`config.mk`:
```
export PLATFORM = sky130hd
export DESIGN_NAME = cluster
export DESIGN_NICKNAME = d
export VERILOG_FILES = /design/src/pulp_pkg.sv /design/src/cluster_core.sv /design/src/cluster.sv
export VERILOG_INCLUDE_DIRS = /design/src
export SDC_FILE = /design/constraint.sdc
export NUM_CORES = 2
export LEC_CHECK = 0
export BUFFER_PORTS_ARGS = -buffer_cell sky130_fd_sc_hd__buf_2
export CAP_MARGIN = 20
export CORE_ASPECT_RATIO = 2
export CORE_MARGIN = 4
export CORE_UTILIZATION = 45
export CTS_CLUSTER_DIAMETER = 50
export CTS_CLUSTER_SIZE = 28
export DETAILED_ROUTE_END_ITERATION = 6
export GPL_TIMING_DRIVEN = 0
export SYNTH_ARGS = -nofsm -noshare
export SYNTH_HDL_FRONTEND = slang
export SYNTH_SLANG_ARGS = --single-unit
```
`constraint.sdc`:
```
create_clock -name clk_i -period 11 [get_ports clk_i]
set_input_delay 3.3 -clock clk_i [delete_from_list [all_inputs] [get_ports clk_i]]
set_output_delay 3.3 -clock clk_i [all_outputs]
set_load 0.005 [all_outputs]
```
`src/pulp_macros.svh`:
```
`ifndef PULP_MACROS_SVH
`define PULP_MACROS_SVH

// bus widths
`define PULP_AW 32
`define PULP_DW 64

// L2 memory region
`define PULP_L2_BASE 32'h1C00_0000
`define PULP_L2_WORDS 512

// cluster windows, one 4 KiB window per cluster
`define PULP_CL_BASE 32'h1000_0000
`define PULP_CL_STRIDE_BITS 12

// per-cluster local memory and register map
// TCDM covers offsets 0x000 to 0x078
`define PULP_TCDM_WORDS 16
`define PULP_CL_COUNT_OFS 12'h080
`define PULP_CL_RESULT_OFS 12'h088

`endif

```
`src/pulp_pkg.sv`:
```
`include "pulp_macros.svh"

package pulp_pkg;

  // plain vectors
  typedef logic [`PULP_AW-1:0] addr_t;
  typedef logic [`PULP_DW-1:0] data_t;
  typedef logic [`PULP_DW/8-1:0] strb_t;
  // one extra bit so a full count of TCDM words fits
  typedef logic [$clog2(`PULP_TCDM_WORDS):0] tcdm_idx_t;

  // single-beat request and response
  typedef struct packed {
    logic  write;
    addr_t addr;
    data_t wdata;
    strb_t strb;
  } bus_req_t;

  typedef struct packed {
    data_t rdata;
    logic  err;
  } bus_rsp_t;

  typedef enum logic [1:0] {BUS_IDLE, BUS_FWD, BUS_WAIT, BUS_RESP} bus_state_e;

  typedef enum logic [1:0] {CORE_IDLE, CORE_RUN, CORE_DONE} core_state_e;

  // byte-wise merge of a write into an existing word
  function automatic data_t merge_strb(data_t old_data, data_t new_data, strb_t strb);
    data_t merged;
    merged = old_data;
    for (int b = 0; b < $bits(strb_t); b++) begin
      if (strb[b]) begin
        merged[8*b +: 8] = new_data[8*b +: 8];
      end
    end
    return merged;
  endfunction

endpackage

```
`src/cluster_core.sv`:
```
`timescale 1ns/1ps

module cluster_core import pulp_pkg::*; (
  input  logic      clk_i,
  input  logic      reset_i,
  input  logic      fetch_en_i,
  input  tcdm_idx_t count_i,
  output tcdm_idx_t tcdm_rd_idx_o,
  input  data_t     tcdm_rd_data_i,
  output data_t     result_o,
  output logic      busy_o,
  output logic      eoc_o
);

  core_state_e state_q;
  logic fetch_en_q;
  logic start;
  logic last;

  tcdm_idx_t idx_q;
  tcdm_idx_t cnt_q;
  data_t acc_q;
  data_t result_q;

  // rising edge of fetch enable, ignored while running
  assign start = fetch_en_i && !fetch_en_q && (state_q != CORE_RUN);
  assign last = (idx_q == cnt_q);

  assign tcdm_rd_idx_o = idx_q;
  assign result_o = result_q;
  assign busy_o = (state_q == CORE_RUN);
  assign eoc_o = (state_q == CORE_DONE);

  always_ff @(posedge clk_i) begin
    if (reset_i) begin
      state_q <= CORE_IDLE;
      fetch_en_q <= 1'b0;
      result_q <= '0;
    end else begin
      fetch_en_q <= fetch_en_i;
      case (state_q)
        CORE_IDLE, CORE_DONE: begin
          if (start) begin
            state_q <= CORE_RUN;
          end
        end
        CORE_RUN: begin
          if (last) begin
            result_q <= acc_q;
            state_q <= CORE_DONE;
          end
        end
        default: state_q <= CORE_IDLE;
      endcase
    end
  end

  // walk the TCDM one word per cycle
  always_ff @(posedge clk_i) begin
    if (start) begin
      idx_q <= '0;
      cnt_q <= count_i;
      acc_q <= '0;
    end else if ((state_q == CORE_RUN) && !last) begin
      idx_q <= idx_q + 1'b1;
      // sum wraps modulo 2^64
      acc_q <= acc_q + tcdm_rd_data_i;
    end
  end

endmodule

```
`src/cluster.sv`:
```
`timescale 1ns/1ps
`include "pulp_macros.svh"

module cluster import pulp_pkg::*; (
  input  logic     clk_i,
  input  logic     reset_i,
  input  bus_req_t req_i,
  input  logic     req_valid_i,
  output logic     req_ready_o,
  output bus_rsp_t rsp_o,
  output logic     rsp_valid_o,
  input  logic     rsp_ready_i,
  input  logic     fetch_en_i,
  output logic     busy_o,
  output logic     eoc_o
);

  localparam int unsigned BYTE_OFS = $clog2(`PULP_DW / 8);
  localparam int unsigned TCDM_IDX_W = $clog2(`PULP_TCDM_WORDS);

  data_t tcdm_q [`PULP_TCDM_WORDS];
  tcdm_idx_t count_q;
  tcdm_idx_t core_rd_idx;
  data_t core_rd_data;
  data_t result;
  data_t count_wr;

  logic [`PULP_CL_STRIDE_BITS-1:0] ofs;
  logic [TCDM_IDX_W-1:0] tcdm_idx;
  logic hit_tcdm;
  logic hit_count;
  logic hit_result;
  logic core_busy;
  logic accept;
  logic rsp_valid_q;
  bus_rsp_t rsp_q;

  // offset decode within the cluster window
  assign ofs = req_i.addr[`PULP_CL_STRIDE_BITS-1:0];
  assign tcdm_idx = ofs[BYTE_OFS +: TCDM_IDX_W];
  assign hit_tcdm = (ofs < (`PULP_CL_STRIDE_BITS)'(`PULP_TCDM_WORDS * (`PULP_DW / 8)));
  assign hit_count = (ofs == `PULP_CL_COUNT_OFS);
  assign hit_result = (ofs == `PULP_CL_RESULT_OFS);

  // core owns the TCDM while it runs
  assign req_ready_o = !rsp_valid_q && !core_busy;
  assign accept = req_valid_i && req_ready_o;
  assign rsp_o = rsp_q;
  assign rsp_valid_o = rsp_valid_q;
  assign busy_o = core_busy;

  assign core_rd_data = tcdm_q[core_rd_idx[TCDM_IDX_W-1:0]];
  assign count_wr = merge_strb(data_t'(count_q), req_i.wdata, req_i.strb);

  always_ff @(posedge clk_i) begin
    if (reset_i) begin
      rsp_valid_q <= 1'b0;
      count_q <= '0;
    end else begin
      if (accept) begin
        rsp_valid_q <= 1'b1;
      end else if (rsp_ready_i) begin
        rsp_valid_q <= 1'b0;
      end
      // count saturates at the TCDM size
      if (accept && req_i.write && hit_count) begin
        count_q <= (count_wr > data_t'(`PULP_TCDM_WORDS)) ?
                   tcdm_idx_t'(`PULP_TCDM_WORDS) : tcdm_idx_t'(count_wr);
      end
    end
  end

  always_ff @(posedge clk_i) begin
    if (accept) begin
      rsp_q.err <= !(hit_tcdm || hit_count || hit_result);
      rsp_q.rdata <= '0;
      if (!req_i.write) begin
        if (hit_tcdm) begin
          rsp_q.rdata <= tcdm_q[tcdm_idx];
        end else if (hit_count) begin
          rsp_q.rdata <= data_t'(count_q);
        end else if (hit_result) begin
          rsp_q.rdata <= result;
        end
      end
      if (req_i.write && hit_tcdm) begin
        tcdm_q[tcdm_idx] <= merge_strb(tcdm_q[tcdm_idx], req_i.wdata, req_i.strb);
      end
    end
  end

  cluster_core i_core (
    .clk_i,
    .reset_i,
    .fetch_en_i,
    .count_i        (count_q),
    .tcdm_rd_idx_o  (core_rd_idx),
    .tcdm_rd_data_i (core_rd_data),
    .result_o       (result),
    .busy_o         (core_busy),
    .eoc_o
  );

endmodule

```
==> summary.md <==
| Metric | Value |
|---|---|
| Status | `complete, but fails checks` |
| Failing checks | `design-rule violations` |
| WL/cell | `about 37 um` |
| Worst hold path class | `register to register` |
| Setup Crit Path Kind | `register to register` |
| Yosys warns | `0` |
| CTS sink cnt | `1240` |
| Clock buffer count from CTS | `73` |
| Synth unique cells | `slightly above 70` |
| CTS tree | `built` |
| Period utilisation layout | `0.6678` |
| Setup TNS | `0 ps` |
| Crit path time final | `7346 ps` |
| Clock-pin slew on the worst setup and hold paths | `roughly 100 ps` |
| Clk_lat worst skew | `around 730 ps` |
| DRC | `4` |
| Crit start category | `register` |
| Number of I/O pins | `179` |
| RSZ-0062 raised after global routing | `no` |
| # port buffers | `between 100 and 150` |
| Antenna violations before repair | `4` |
| DRT Pass-1 Iters | `7` |
| Largest net degree at the start of global routing | `55` |
| Most frequent cells after synthesis | `1094 x edfxtp_1, 640 x mux4_2, 283 x nand2_1, 180 x clkbuf_1, 179 x a21oi_1` |
| Setup Skew | `between 30 and 40 ps` |
| Max cap viols | `0` |
| Worst Path Required | `about 12000 ps` |
| Final Hold Vio Count | `0` |
| # setup viols final | `0` |
| Share of the synthesized area in the top cell type | `0.5622` |
| Seq/Total Area, Yosys | `0.6122` |
| Final Slew Violations | `0` |
| CORE AREA | `around 130000 um2` |
| Antenna Nets Post-Route | `0` |
| Number of synthesized flops with an enable pin | `around 1100` |
| First-pass GRT wire length | `278500 um` |
| Post-Place Setup Slack | `around 3100 ps` |
| Worst rel slew slack | `0.1738` |
| PD cells | `~190 nW/um2` |
| Share of cells above drive strength 1 | `0.3111` |
| Synth Instances | `3330` |
| P_leak | `about 0.021 uW` |
| Largest area contributor in the netlist | `edfxtp_1` |
| Ys async rst share | `0` |
| GP Congestion | `0.9326` |
| Chip Height | `approximately 520 um` |
| Final worst slack | `about 3700 ps` |
| Most frequent cell after synthesis | `edfxtp_1` |
| Peak VDD IR | `around 0.00010 V` |
| GR Util All Layers | `0.2897` |
| First-iteration detailed-routing DRC count | `between 4000 and 5000` |
| Clock Tree Root | `clkbuf_16` |
| Synth Net Count | `approximately 3500` |
| Layout net count | `3863` |
| Vias in the first global route | `approximately 37000` |
| Post-Syn Area | `just under 60000 um2` |
| CTS Buffer Depth | `3` |
| CP max FO | `10` |
| Fmax achieved | `about 0.14 GHz` |
| CTS H-tree depth | `3` |
| CTS resizes | `0` |
| Synth top area cells | `edfxtp_1 56%, mux4_2 25%, dfxtp_1 5.0%, nand2_1 1.8%, a21oi_1 1.5%` |
| DR vias | `35933` |
| Synthesis-stage register bit count | `around 1200` |
| Initial Util | `0.4540` |
| Full die area | `136000 um2` |
| CP endpoint kind | `register` |
| Synth-to-layout area growth | `13.83%` |
| Ys flop type | `edfxtp_1` |
| Die Span X | `around 260 um` |
| Setup bufs post-CTS | `0` |
| Avg Cell Area, Syn | `between 15 and 20 um2` |
| Detail Placement HPWL | `between 100000 and 150000 um` |
| Grt ovf | `0` |
| Design Power | `approximately 12000 uW` |
| FP Rows | `between 150 and 200` |
| Routed WL | `between 150000 and 200000 um` |
| Vias/cell | `around 6.6` |
| Hold buffers post-CTS | `0` |
| Worst slew pin tran | `about 1200 ps` |
| CP arrival | `slightly below 8000 ps` |
==> state kept, by name (all words and copies together), names as in the netlist, named ones only <==
name and count:
rsp_valid_o 1, count_q 5, i_core.result_o 64, i_core.cnt_q 5, i_core.state_q 2, tcdm_q 1024, i_core.acc_q 64, i_core.tcdm_rd_idx_o 5
i_core.fetch_en_q 1, rsp_o 65
==> final timing paths <==
| path | startpoint | end | slack, ps | depth (start not counted) |
|---|---|---|---|---|
| setup / recovery | register | i_core.acc_q[56] | 3650 | 18 |
| hold / removal | count_q[4] | i_core.cnt_q[4] | 440 | 0 |
| setup reg to reg | register | i_core.acc_q[56] | 3650 | 18 |
| hold reg to reg | count_q[4] | i_core.cnt_q[4] | 440 | 0 |
==> final cells by class <==
| class | count | area [um2] |
|---|---|---|
| clock buffer | 79 | 1871 |
| tap | 1692 | 2117 |
| sequential | 1240 | 35770 |
| multi-input combinational | 1826 | 21780 |
| antenna | 2 | 5.005 |
| buffer | 242 | 943.4 |
| inverter | 22 | 82.58 |
| timing repair buffer | 283 | 3242 |
| fill | 10395 | 62180 |
| clock inverter | 53 | 701.9 |
==> metrics by stage <==
| stage | utilization | hold slack (ps) | instances | instance area (um2) |
|---|---|---|---|---|
| after floorplan | - | 408.2 | 3330 | 58430 |
| after global routing | 0.5168 | 466.5 | 5438 | 66510 |
| after CTS | 0.5162 | 445.3 | 5432 | 66440 |
| after global placement | 0.4762 | 416.0 | 5169 | 61290 |
| after detailed placement | 0.4963 | 423.5 | 5300 | 63870 |
| final | 0.5168 | 442.7 | 5439 | 66520 |
==> report_power, final <==
group | switching [uW] | internal, uW
sequential | 116 | 5320
combinational | 2170 | 1530
clock | 1780 | 1420
==> layout by cell type (no fill, tap or decap), types with 21 or more instances in the layout <==
master,n
edfxtp_1,1094
mux4_2,640
nand2_1,283
a21oi_1,179
clkbuf_1,175
buf_2,165
dfxtp_1,146
nor2_1,117
clkbuf_16,74
a22oi_1,68
ha_1,64
o21ai_0,60
mux2_2,58
buf_8,58
nand3_1,48
buf_1,46
buf_12,46
xnor2_1,35
a21o_1,33
xor2_1,30
nand4_1,25
buf_16,23
inv_1,21
==> cell families after synthesis <==
family	after synthesis	synth area share
XOR/XNOR	65	0.009743
adder cells (fa/ha/maj)	65	0.01405
multiplexers	700	0.2582
flip-flops	1240	0.6122
buffers and inverters	264	0.01711
AND/OR/NAND/NOR	564	0.04199
AO/OA/AOI/OAI	432	0.04668
==> critical path, stage by stage, from the launching register on <==
cell and delay (ps):
dfxtp_1 320, clkbuf_1 560, buf_8 240, clkbuf_1 800
clkbuf_1 810, mux4_2 410, mux4_2 520, ha_1 260
fa_1 440, a21o_1 230, a31oi_1 310, or4_1 220
a2111o_1 250, a211oi_2 160, a211oi_1 780, o21ai_1 340
a41oi_1 340, xor2_1 170, o21ai_1 70
==> routing by layer <==
layer,wire (um),GRT usage,vias up
li1,-,-,14506
met1,68400,0.3409,19086
met2,101900,0.5038,1824
met3,13460,0.04116,511
met4,14970,0.1770,6
met5,23,0,-
Power figures use the tool's default switching activity.
