<file path="config.mk">
export PLATFORM = sky130hd
export DESIGN_NAME = soc_bus
export DESIGN_NICKNAME = d
export VERILOG_FILES = /design/src/pulp_pkg.sv /design/src/soc_bus.sv
export VERILOG_INCLUDE_DIRS = /design/src
export SDC_FILE = /design/constraint.sdc
export NUM_CORES = 1
export LEC_CHECK = 0
export CAP_MARGIN = 20
export CELL_PAD_IN_SITES_DETAIL_PLACEMENT = 0
export CELL_PAD_IN_SITES_GLOBAL_PLACEMENT = 2
export CORE_AREA = 2 2 273 275
export CTS_CLUSTER_DIAMETER = 40
export DETAILED_ROUTE_END_ITERATION = 8
export DIE_AREA = 0 0 275 277
export DONT_BUFFER_PORTS = 1
export GPL_TIMING_DRIVEN = 0
export HOLD_SLACK_MARGIN = 0.08
export PLACE_DENSITY_LB_ADDON = 0.25
export SLEW_MARGIN = 25
export SYNTH_ARGS = -nofsm -noshare
export SYNTH_HDL_FRONTEND = slang
export SYNTH_SLANG_ARGS = --single-unit
</file>
<file path="constraint.sdc">
create_clock -name clk_i -period 7 [get_ports clk_i]
set_input_delay 0.7 -clock clk_i [delete_from_list [all_inputs] [get_ports clk_i]]
set_output_delay 0.7 -clock clk_i [all_outputs]
set_load 0.05 [all_outputs]
</file>
<file path="src/pulp_macros.svh">
`ifndef PULP_MACROS_SVH
`define PULP_MACROS_SVH

// bus widths
`define PULP_AW 32
`define PULP_DW 64

// L2 memory region
`define PULP_L2_BASE 32'h1C00_0000
`define PULP_L2_WORDS 512

// cluster windows, one 4 KiB window per cluster
`define PULP_CL_BASE 32'h1000_0000
`define PULP_CL_STRIDE_BITS 12

// per-cluster local memory and register map
// TCDM covers offsets 0x000 to 0x078
`define PULP_TCDM_WORDS 16
`define PULP_CL_COUNT_OFS 12'h080
`define PULP_CL_RESULT_OFS 12'h088

`endif

</file>
<file path="src/pulp_pkg.sv">
`include "pulp_macros.svh"

package pulp_pkg;

  // plain vectors
  typedef logic [`PULP_AW-1:0] addr_t;
  typedef logic [`PULP_DW-1:0] data_t;
  typedef logic [`PULP_DW/8-1:0] strb_t;
  // one extra bit so a full count of TCDM words fits
  typedef logic [$clog2(`PULP_TCDM_WORDS):0] tcdm_idx_t;

  // single-beat request and response
  typedef struct packed {
    logic  write;
    addr_t addr;
    data_t wdata;
    strb_t strb;
  } bus_req_t;

  typedef struct packed {
    data_t rdata;
    logic  err;
  } bus_rsp_t;

  typedef enum logic [1:0] {BUS_IDLE, BUS_FWD, BUS_WAIT, BUS_RESP} bus_state_e;

  typedef enum logic [1:0] {CORE_IDLE, CORE_RUN, CORE_DONE} core_state_e;

  // byte-wise merge of a write into an existing word
  function automatic data_t merge_strb(data_t old_data, data_t new_data, strb_t strb);
    data_t merged;
    merged = old_data;
    for (int b = 0; b < $bits(strb_t); b++) begin
      if (strb[b]) begin
        merged[8*b +: 8] = new_data[8*b +: 8];
      end
    end
    return merged;
  endfunction

endpackage

</file>
<file path="src/soc_bus.sv">
`timescale 1ns/1ps
`include "pulp_macros.svh"

module soc_bus import pulp_pkg::*; #(
  parameter int unsigned N_CLUSTERS = 2
) (
  input  logic                             clk_i,
  input  logic                             reset_i,
  // host side
  input  bus_req_t                         ext_req_i,
  input  logic                             ext_req_valid_i,
  output logic                             ext_req_ready_o,
  output bus_rsp_t                         ext_rsp_o,
  output logic                             ext_rsp_valid_o,
  input  logic                             ext_rsp_ready_i,
  // L2 memory
  output bus_req_t                         l2_req_o,
  output logic                             l2_req_valid_o,
  input  logic                             l2_req_ready_i,
  input  bus_rsp_t                         l2_rsp_i,
  input  logic                             l2_rsp_valid_i,
  output logic                             l2_rsp_ready_o,
  // clusters
  output bus_req_t [N_CLUSTERS-1:0]        cl_req_o,
  output logic     [N_CLUSTERS-1:0]        cl_req_valid_o,
  input  logic     [N_CLUSTERS-1:0]        cl_req_ready_i,
  input  bus_rsp_t [N_CLUSTERS-1:0]        cl_rsp_i,
  input  logic     [N_CLUSTERS-1:0]        cl_rsp_valid_i,
  output logic     [N_CLUSTERS-1:0]        cl_rsp_ready_o
);

  localparam int unsigned CL_IDX_W = (N_CLUSTERS > 1) ? $clog2(N_CLUSTERS) : 1;
  localparam addr_t L2_SPAN = addr_t'(`PULP_L2_WORDS * (`PULP_DW / 8));
  localparam addr_t CL_SPAN = addr_t'(N_CLUSTERS) << `PULP_CL_STRIDE_BITS;

  bus_state_e state_q;
  bus_req_t fwd_req_q;
  bus_rsp_t rsp_q;
  logic sel_l2_q;
  logic [CL_IDX_W-1:0] cl_idx_q;

  addr_t l2_ofs;
  addr_t cl_ofs;
  logic hit_l2;
  logic hit_cl;
  logic accept;

  logic tgt_req_ready;
  logic tgt_rsp_valid;
  bus_rsp_t tgt_rsp;

  // address decode, offsets wrap below the base and miss
  assign l2_ofs = ext_req_i.addr - addr_t'(`PULP_L2_BASE);
  assign cl_ofs = ext_req_i.addr - addr_t'(`PULP_CL_BASE);
  assign hit_l2 = (l2_ofs < L2_SPAN);
  assign hit_cl = (cl_ofs < CL_SPAN);

  assign ext_req_ready_o = (state_q == BUS_IDLE);
  assign accept = ext_req_valid_i && ext_req_ready_o;
  assign ext_rsp_o = rsp_q;
  assign ext_rsp_valid_o = (state_q == BUS_RESP);

  // handshake of the selected target
  always_comb begin
    if (sel_l2_q) begin
      tgt_req_ready = l2_req_ready_i;
      tgt_rsp_valid = l2_rsp_valid_i;
      tgt_rsp = l2_rsp_i;
    end else begin
      tgt_req_ready = cl_req_ready_i[cl_idx_q];
      tgt_rsp_valid = cl_rsp_valid_i[cl_idx_q];
      tgt_rsp = cl_rsp_i[cl_idx_q];
    end
  end

  assign l2_req_o = fwd_req_q;
  assign l2_req_valid_o = (state_q == BUS_FWD) && sel_l2_q;
  assign l2_rsp_ready_o = (state_q == BUS_WAIT) && sel_l2_q;

  for (genvar i = 0; i < N_CLUSTERS; i++) begin : gen_cl_port
    assign cl_req_o[i] = fwd_req_q;
    assign cl_req_valid_o[i] = (state_q == BUS_FWD) && !sel_l2_q &&
                               (cl_idx_q == CL_IDX_W'(i));
    assign cl_rsp_ready_o[i] = (state_q == BUS_WAIT) && !sel_l2_q &&
                               (cl_idx_q == CL_IDX_W'(i));
  end

  // one access at a time
  always_ff @(posedge clk_i) begin
    if (reset_i) begin
      state_q <= BUS_IDLE;
    end else begin
      case (state_q)
        BUS_IDLE: begin
          if (ext_req_valid_i) begin
            state_q <= (hit_l2 || hit_cl) ? BUS_FWD : BUS_RESP;
          end
        end
        BUS_FWD:  if (tgt_req_ready) state_q <= BUS_WAIT;
        BUS_WAIT: if (tgt_rsp_valid) state_q <= BUS_RESP;
        BUS_RESP: if (ext_rsp_ready_i) state_q <= BUS_IDLE;
        default:  state_q <= BUS_IDLE;
      endcase
    end
  end

  // unmapped accesses keep the preset error response
  always_ff @(posedge clk_i) begin
    if (accept) begin
      sel_l2_q <= hit_l2;
      cl_idx_q <= cl_ofs[`PULP_CL_STRIDE_BITS +: CL_IDX_W];
      fwd_req_q <= ext_req_i;
      fwd_req_q.addr <= hit_l2 ? l2_ofs : addr_t'(cl_ofs[`PULP_CL_STRIDE_BITS-1:0]);
      rsp_q <= '{rdata: '0, err: 1'b1};
    end
    if ((state_q == BUS_WAIT) && tgt_rsp_valid) begin
      rsp_q <= tgt_rsp;
    end
  end

endmodule

</file>
==> impl_metrics.yaml, run 1 <==
cells_and_area:
  layout.nets: 1078
  drive_gt1_share_pct: 34.8
  antenna_cells: 0
  fillerInstances: 8289
  syn_to_final_growth_pct: 22.6
  final_cell_mix: "buf_4, edfxtp_1, nor2_1"
  final_common_cell: "buf_4"
place:
  gp_congestion: 0.731
  post-place-ws_ns: 3.84
  dpl.hpwl_mm: 32.5
  portBuffers: 0
sta:
  rsz0062_at_grt: "false"
  setup_slack_ns: 3.46
  clock_skew_ns: 0.0128
  tightest_slew_ns: 0.957
  fin_crit_sh_pct: 50.5
  setup_tns_ns: 0
  setup_viol: 0
  finalHoldViolCount: 0
  fin_crit_ns: 3.54
  fmax_ghz: 0.283
  finalMaxSlewViolations: 0
  relSlewSlack_pct: 35.9
power:
  power_uw: 5690
  p_int_uw: 2530
  power.density_nw_per_um2: 529
  power.leakage_uw: 0.00401
  switchingPower_uw: 3160
  switching_share_pct: 55.5
  clkPwrFrac_pct: 18.2
  seq_power_share_pct: 47.5
  vdd_drop_max_mv: 0.174
  p_comb_share_pct: 34.4
detailed_routing:
  vias: 5344
  wire_per_inst_um: 22.8
  highest_layer: "met5"
  first_pass_iters: 5
  via_per_inst: 3.07
  drc: 0
  wl_met1_mm: 14.0
  wl_met2_mm: 20.7
  wirelength_mm: 39.8
  ant_nets: 0
  drt_first_iter_violations: 169
  wl_met3_mm: 4.34
setup_path:
  cp-end-kind: "primary output"
  cp_max_fo: 10
  worstPathRequired_ns: 6.30
  worstSetupPathType: "reg2out"
  rr_startpoint: "state_q[0]"
  r2r_end: "ext_rsp_o[25]"
  arrival_ns: 2.84
  r2r_slack_ns: 4.38
  r2r_cells: 5
  cp-start-kind: "flop"
synth:
  synth.area.top_cells: "edfxtp_1, buf_4, mux2i_1, nor2_1, a21oi_1"
  syn_inst: 722
  synth.distinct_cells: 32
  avgSynthCellArea_sq_um: 12.2
  synth_edf_count: 172
  ys_warn_count: 0
  ys_seq_elements: 174
  ys.flop_type: "edfxtp_1"
  synth_area_sq_um: 8780
  synth_top_area_share_pct: 58.9
  async_reset_ff_share_pct: 0
  synth_top_area_cell: "edfxtp_1"
  ys_seq_area_share_pct: 59.3
worst_hold_path:
  min_path_type: "in2reg"
  hp-start: "reset_i"
  min_to: "state_q[1]"
  min_path_cells: 1
global_route:
  grt-ovfl-total: 0
  grt_pass1_wl_mm: 50.1
  antenna_found_initial: 3
  first_global_vias: 5752
  grt_usage_pct: 9.98
  grt_start_max_net_pins: 51
floorplanning:
  dieWidth_um: 275
  die_h_um: 277
  start_util_pct: 11.9
  design.core.area_sq_um: 73600
  rows: 100
  dieArea_sq_um: 76200
  num_io_pins: 698
cts:
  cts-root-buf: "clkbuf_16"
  h-tree-depth: 4
  post_cts_resize_count: 0
  post-cts-setup-buffers: 0
  clkTransAtPathRegs_ns: 0.08
  cts_tree: "yes"
  cts_made_buffers: 17
  hold_buffers: 0
  cts.sinks: 174
  worstSkewPairLatency_ns: 0.48
  clockBufferDepth: 2
run:
  cap_violations: 0
outcome:
  status: "complete, no violations"
-- flip-flops by register name, indices dropped and copies added, names as in the netlist --
signal / cells
cl_req_o: 105
ext_rsp_o: 65
state_q: 2
cl_idx_q: 1
sel_l2_q: 1
-- per-layer routing --
metal / global-route usage (%) / vias to the layer above
li1: - / 2352
met1: 9.90 / 2576
met2: 17.9 / 385
met3: 4.90 / 29
met4: 3.45 / 2
met5: 0 / -
-- power by group through the flow --
stage	Clock [uW]	Sequential, uW	Combinational [uW]
3_5_place_dp	0	2740	2010
4_1_cts	1110	2720	2010
2_1_floorplan	0	2590	1650
6_report	1040	2700	1960
5_1_grt	1140	2750	2070
3_3_place_gp	0	2800	1970
-- through the flow --
step,util [%],hold WS (ns),instance area [sq um],instances
final,14.6,0.270,10800,1743
after global routing,14.6,0.217,10800,1743
after CTS,14.6,0.212,10800,1743
after detailed placement,13.8,0.540,10200,1711
after global placement,13.7,0.543,10100,1708
after floorplan,-,0.502,8840,739
-- worst max path at each step --
stage | end | startpoint | cells past startpoint
final | l2_req_valid_o | sel_l2_q | 4
after global routing | l2_req_valid_o | sel_l2_q | 4
after CTS | l2_req_valid_o | sel_l2_q | 4
after detailed placement | l2_req_valid_o | sel_l2_q | 4
after global placement | ext_rsp_o[17] | state_q[1] | 4
after floorplan | ext_rsp_o[0] | state_q[0] | 4
-- critical path, cell delays in order, from the launching register on --
cell and delay (ns):
edfxtp_1 0.38, buf_2 0.34, buf_1 0.49, clkbuf_1 0.57
and2_1 0.54
-- cells in the mapped netlist (2+ instances only) --
cell / n
clkbuf_1: 7
nor3b_1: 3
a21oi_1: 65
inv_1: 6
edfxtp_1: 172
nand3b_1: 3
dfxtp_1: 2
and2_1: 4
and3b_1: 2
mux2i_1: 66
nor4_1: 3
nand2b_1: 4
ha_1: 7
buf_2: 11
buf_4: 214
nor2_1: 129
nor3_1: 3
buf_1: 7
-- final cells by class --
class	instances	area (sq um)	area share, %
multi-input cells	319	1910	17.7
inverters	6	22.5	0.209
plain buffers	240	1730	16.0
flip-flops and latches	174	5200	48.4
clock buffers	18	429	3.99
clock inverters	14	173	1.61
repair buffers	3	82.6	0.768
well taps	969	1210	11.3
-- cells by family after synthesis --
logic type,share of synthesized area (%)
buf+inv,19.9
flops,59.3
simple gates,7.50
compound gates,4.35
mux,7.78
fa+ha+maj,0.998
other cells,0.0427
xor+xnor,0.0998
Power figures use the tool's default switching activity.
==> run 2, diff against run 1 <==
==> constraint.sdc (replaced) <==
create_clock -name clk_i -period 3.32 [get_ports clk_i]
set_input_delay 0.332 -clock clk_i [delete_from_list [all_inputs] [get_ports clk_i]]
set_output_delay 0.332 -clock clk_i [all_outputs]
set_load 0.05 [all_outputs]
==> impl_metrics.yaml, run 2 (synthesis results as in run 1) <==
detailed_routing:
  first_pass_iters: 4
  wire_per_inst_um: 21.1
  via_per_inst: 3.12
  drc: 0
  ant_nets: 0
  drt_first_iter_violations: 223
  vias: 5901
  wirelength_mm: 39.9
cts:
  post-cts-setup-buffers: 0
  clkTransAtPathRegs_ns: 0.08
  worstSkewPairLatency_ns: 0.49
  cts_tree: "yes"
  clockBufferDepth: 2
  h-tree-depth: 4
  cts-root-buf: "clkbuf_16"
  cts.sinks: 174
  cts_made_buffers: 17
cells_and_area:
  layout.nets: 1225
  design_area_sq_um: 12200
  syn_to_final_growth_pct: 39.4
  final_cell_mix: "buf_4, edfxtp_1, dlygate4sd3_1"
  antenna_cells: 0
  final_common_cell: "buf_4"
  final_cells: 1890
  drive_gt1_share_pct: 29.3
  largest_register_ffs: 105
sta:
  setup_slack_ns: 0.335
  clock_skew_ns: 0.0153
  relSlewSlack_pct: 33.6
  finalHoldViolCount: 0
  setup_viol: 0
  fin_crit_ns: 2.99
  fmax_ghz: 0.335
  rsz0062_at_grt: "false"
  fin_crit_sh_pct: 89.9
  finalMaxSlewViolations: 0
  tightest_slew_ns: 0.997
global_route:
  use_met1_pct: 10.1
  grt-busiest-layer: "met2"
  grt-ovfl-total: 0
  grt_start_max_net_pins: 48
  met2_usage_pct: 17.8
  first_global_vias: 6117
  grt_pass1_wl_mm: 50.4
  antenna_found_initial: 2
  grt_usage_pct: 9.91
  met3_usage_pct: 4.01
power:
  vdd_drop_max_mv: 0.361
  power.leakage_uw: 0.00462
  power.density_nw_per_um2: 999
floorplanning:
  dieArea_sq_um: 76200
  start_util_pct: 11.9
  rows: 100
  die_h_um: 277
  num_io_pins: 698
  dieWidth_um: 275
  design.core.area_sq_um: 73600
worst_hold_path:
  min_path_type: "in2reg"
setup_path:
  cp-end-kind: "primary output"
  path_delay_family: "buffers and inverters"
  worstSetupPathType: "reg2out"
  cp_common_cell: "buf_2"
  cp_max_fo: 10
  critical_path_buf_inv_count: 3
  path_cells: "buf_2 > buf_2 > clkbuf_1 > and2_1"
  max_stage_delay_ns: 0.54
  worstPathRequired_ns: 2.99
  arrival_ns: 2.65
  cp-start-kind: "flop"
  crit_path_top_delay_cell: "and2_1"
place:
  gp_congestion: 0.725
  portBuffers: 0
  placed_area_sq_um: 10200
  post-place-ws_ns: 0.454
  dp_cells: 1711
  dpl.hpwl_mm: 32.0
outcome:
  status: "complete, no violations"
run:
  cap_violations: 0
==> run 2: changes by cell type in the layout (fill, tap and decap cells not counted), sizes merged <==
cell         before  now
dlygate4sd3       0  147
clkinv            6    2
clkinvlp          1    5
bufinv            1    2
clkbuf           25   24
==> run 2: layer usage <==
layer	up-vias	part of all wire, %
met5	-	0.033
met2	391	52
li1	2644	-
met4	2	2.4
met3	34	9.2
met1	2830	36
==> run 2: through the flow <==
step / power, uW / setup TNS, ns / utilization (%) / hold slack (ns)
floorplan: 8900 / 0 / - / 0.397
global placement: 10000 / -36.16 / 13.7 / 0.403
detailed placement: 10100 / 0 / 13.8 / 0.405
CTS: 12500 / 0 / 16.6 / 0.0975
global route: 12800 / 0 / 16.6 / 0.150
finish: 12200 / 0 / 16.6 / 0.142
==> run 2: worst paths after layout <==
kind	from	slack [ns]	cells after the start	endpoint
max	sel_l2_q	0.33	4	l2_req_valid_o
min	l2_rsp_i[64]	0.14	2	ext_rsp_o[64]
max reg2reg	cl_idx_q	0.65	7	ext_rsp_o[59]
min reg2reg	state_q[1]	0.57	2	state_q[1]
==> run 2: timing repair <==
item,4_1_cts,5_1_grt
endpoints found under the setup margin,1,0
gates resized for setup,1,0
hold buffers,147,0
endpoints found under the hold margin,148,0
==> run 2: power breakdown <==
group | switching, uW | leakage [uW] | internal [uW]
Clock | 1070 | 0.000282 | 1140
Sequential | 2490 | 0.00167 | 3240
Combinational | 3150 | 0.00267 | 1130
==> run 2: area by class of cell <==
class / instances / area (sq um)
Fill cell: 8204 / 61300
Sequential cell: 174 / 5200
Multi-Input combinational cell: 319 / 1910
Buffer: 240 / 1730
Timing Repair Buffer: 150 / 1550
Tap cell: 969 / 1210
Clock buffer: 17 / 425
Clock inverter: 15 / 183
Inverter: 6 / 22.5
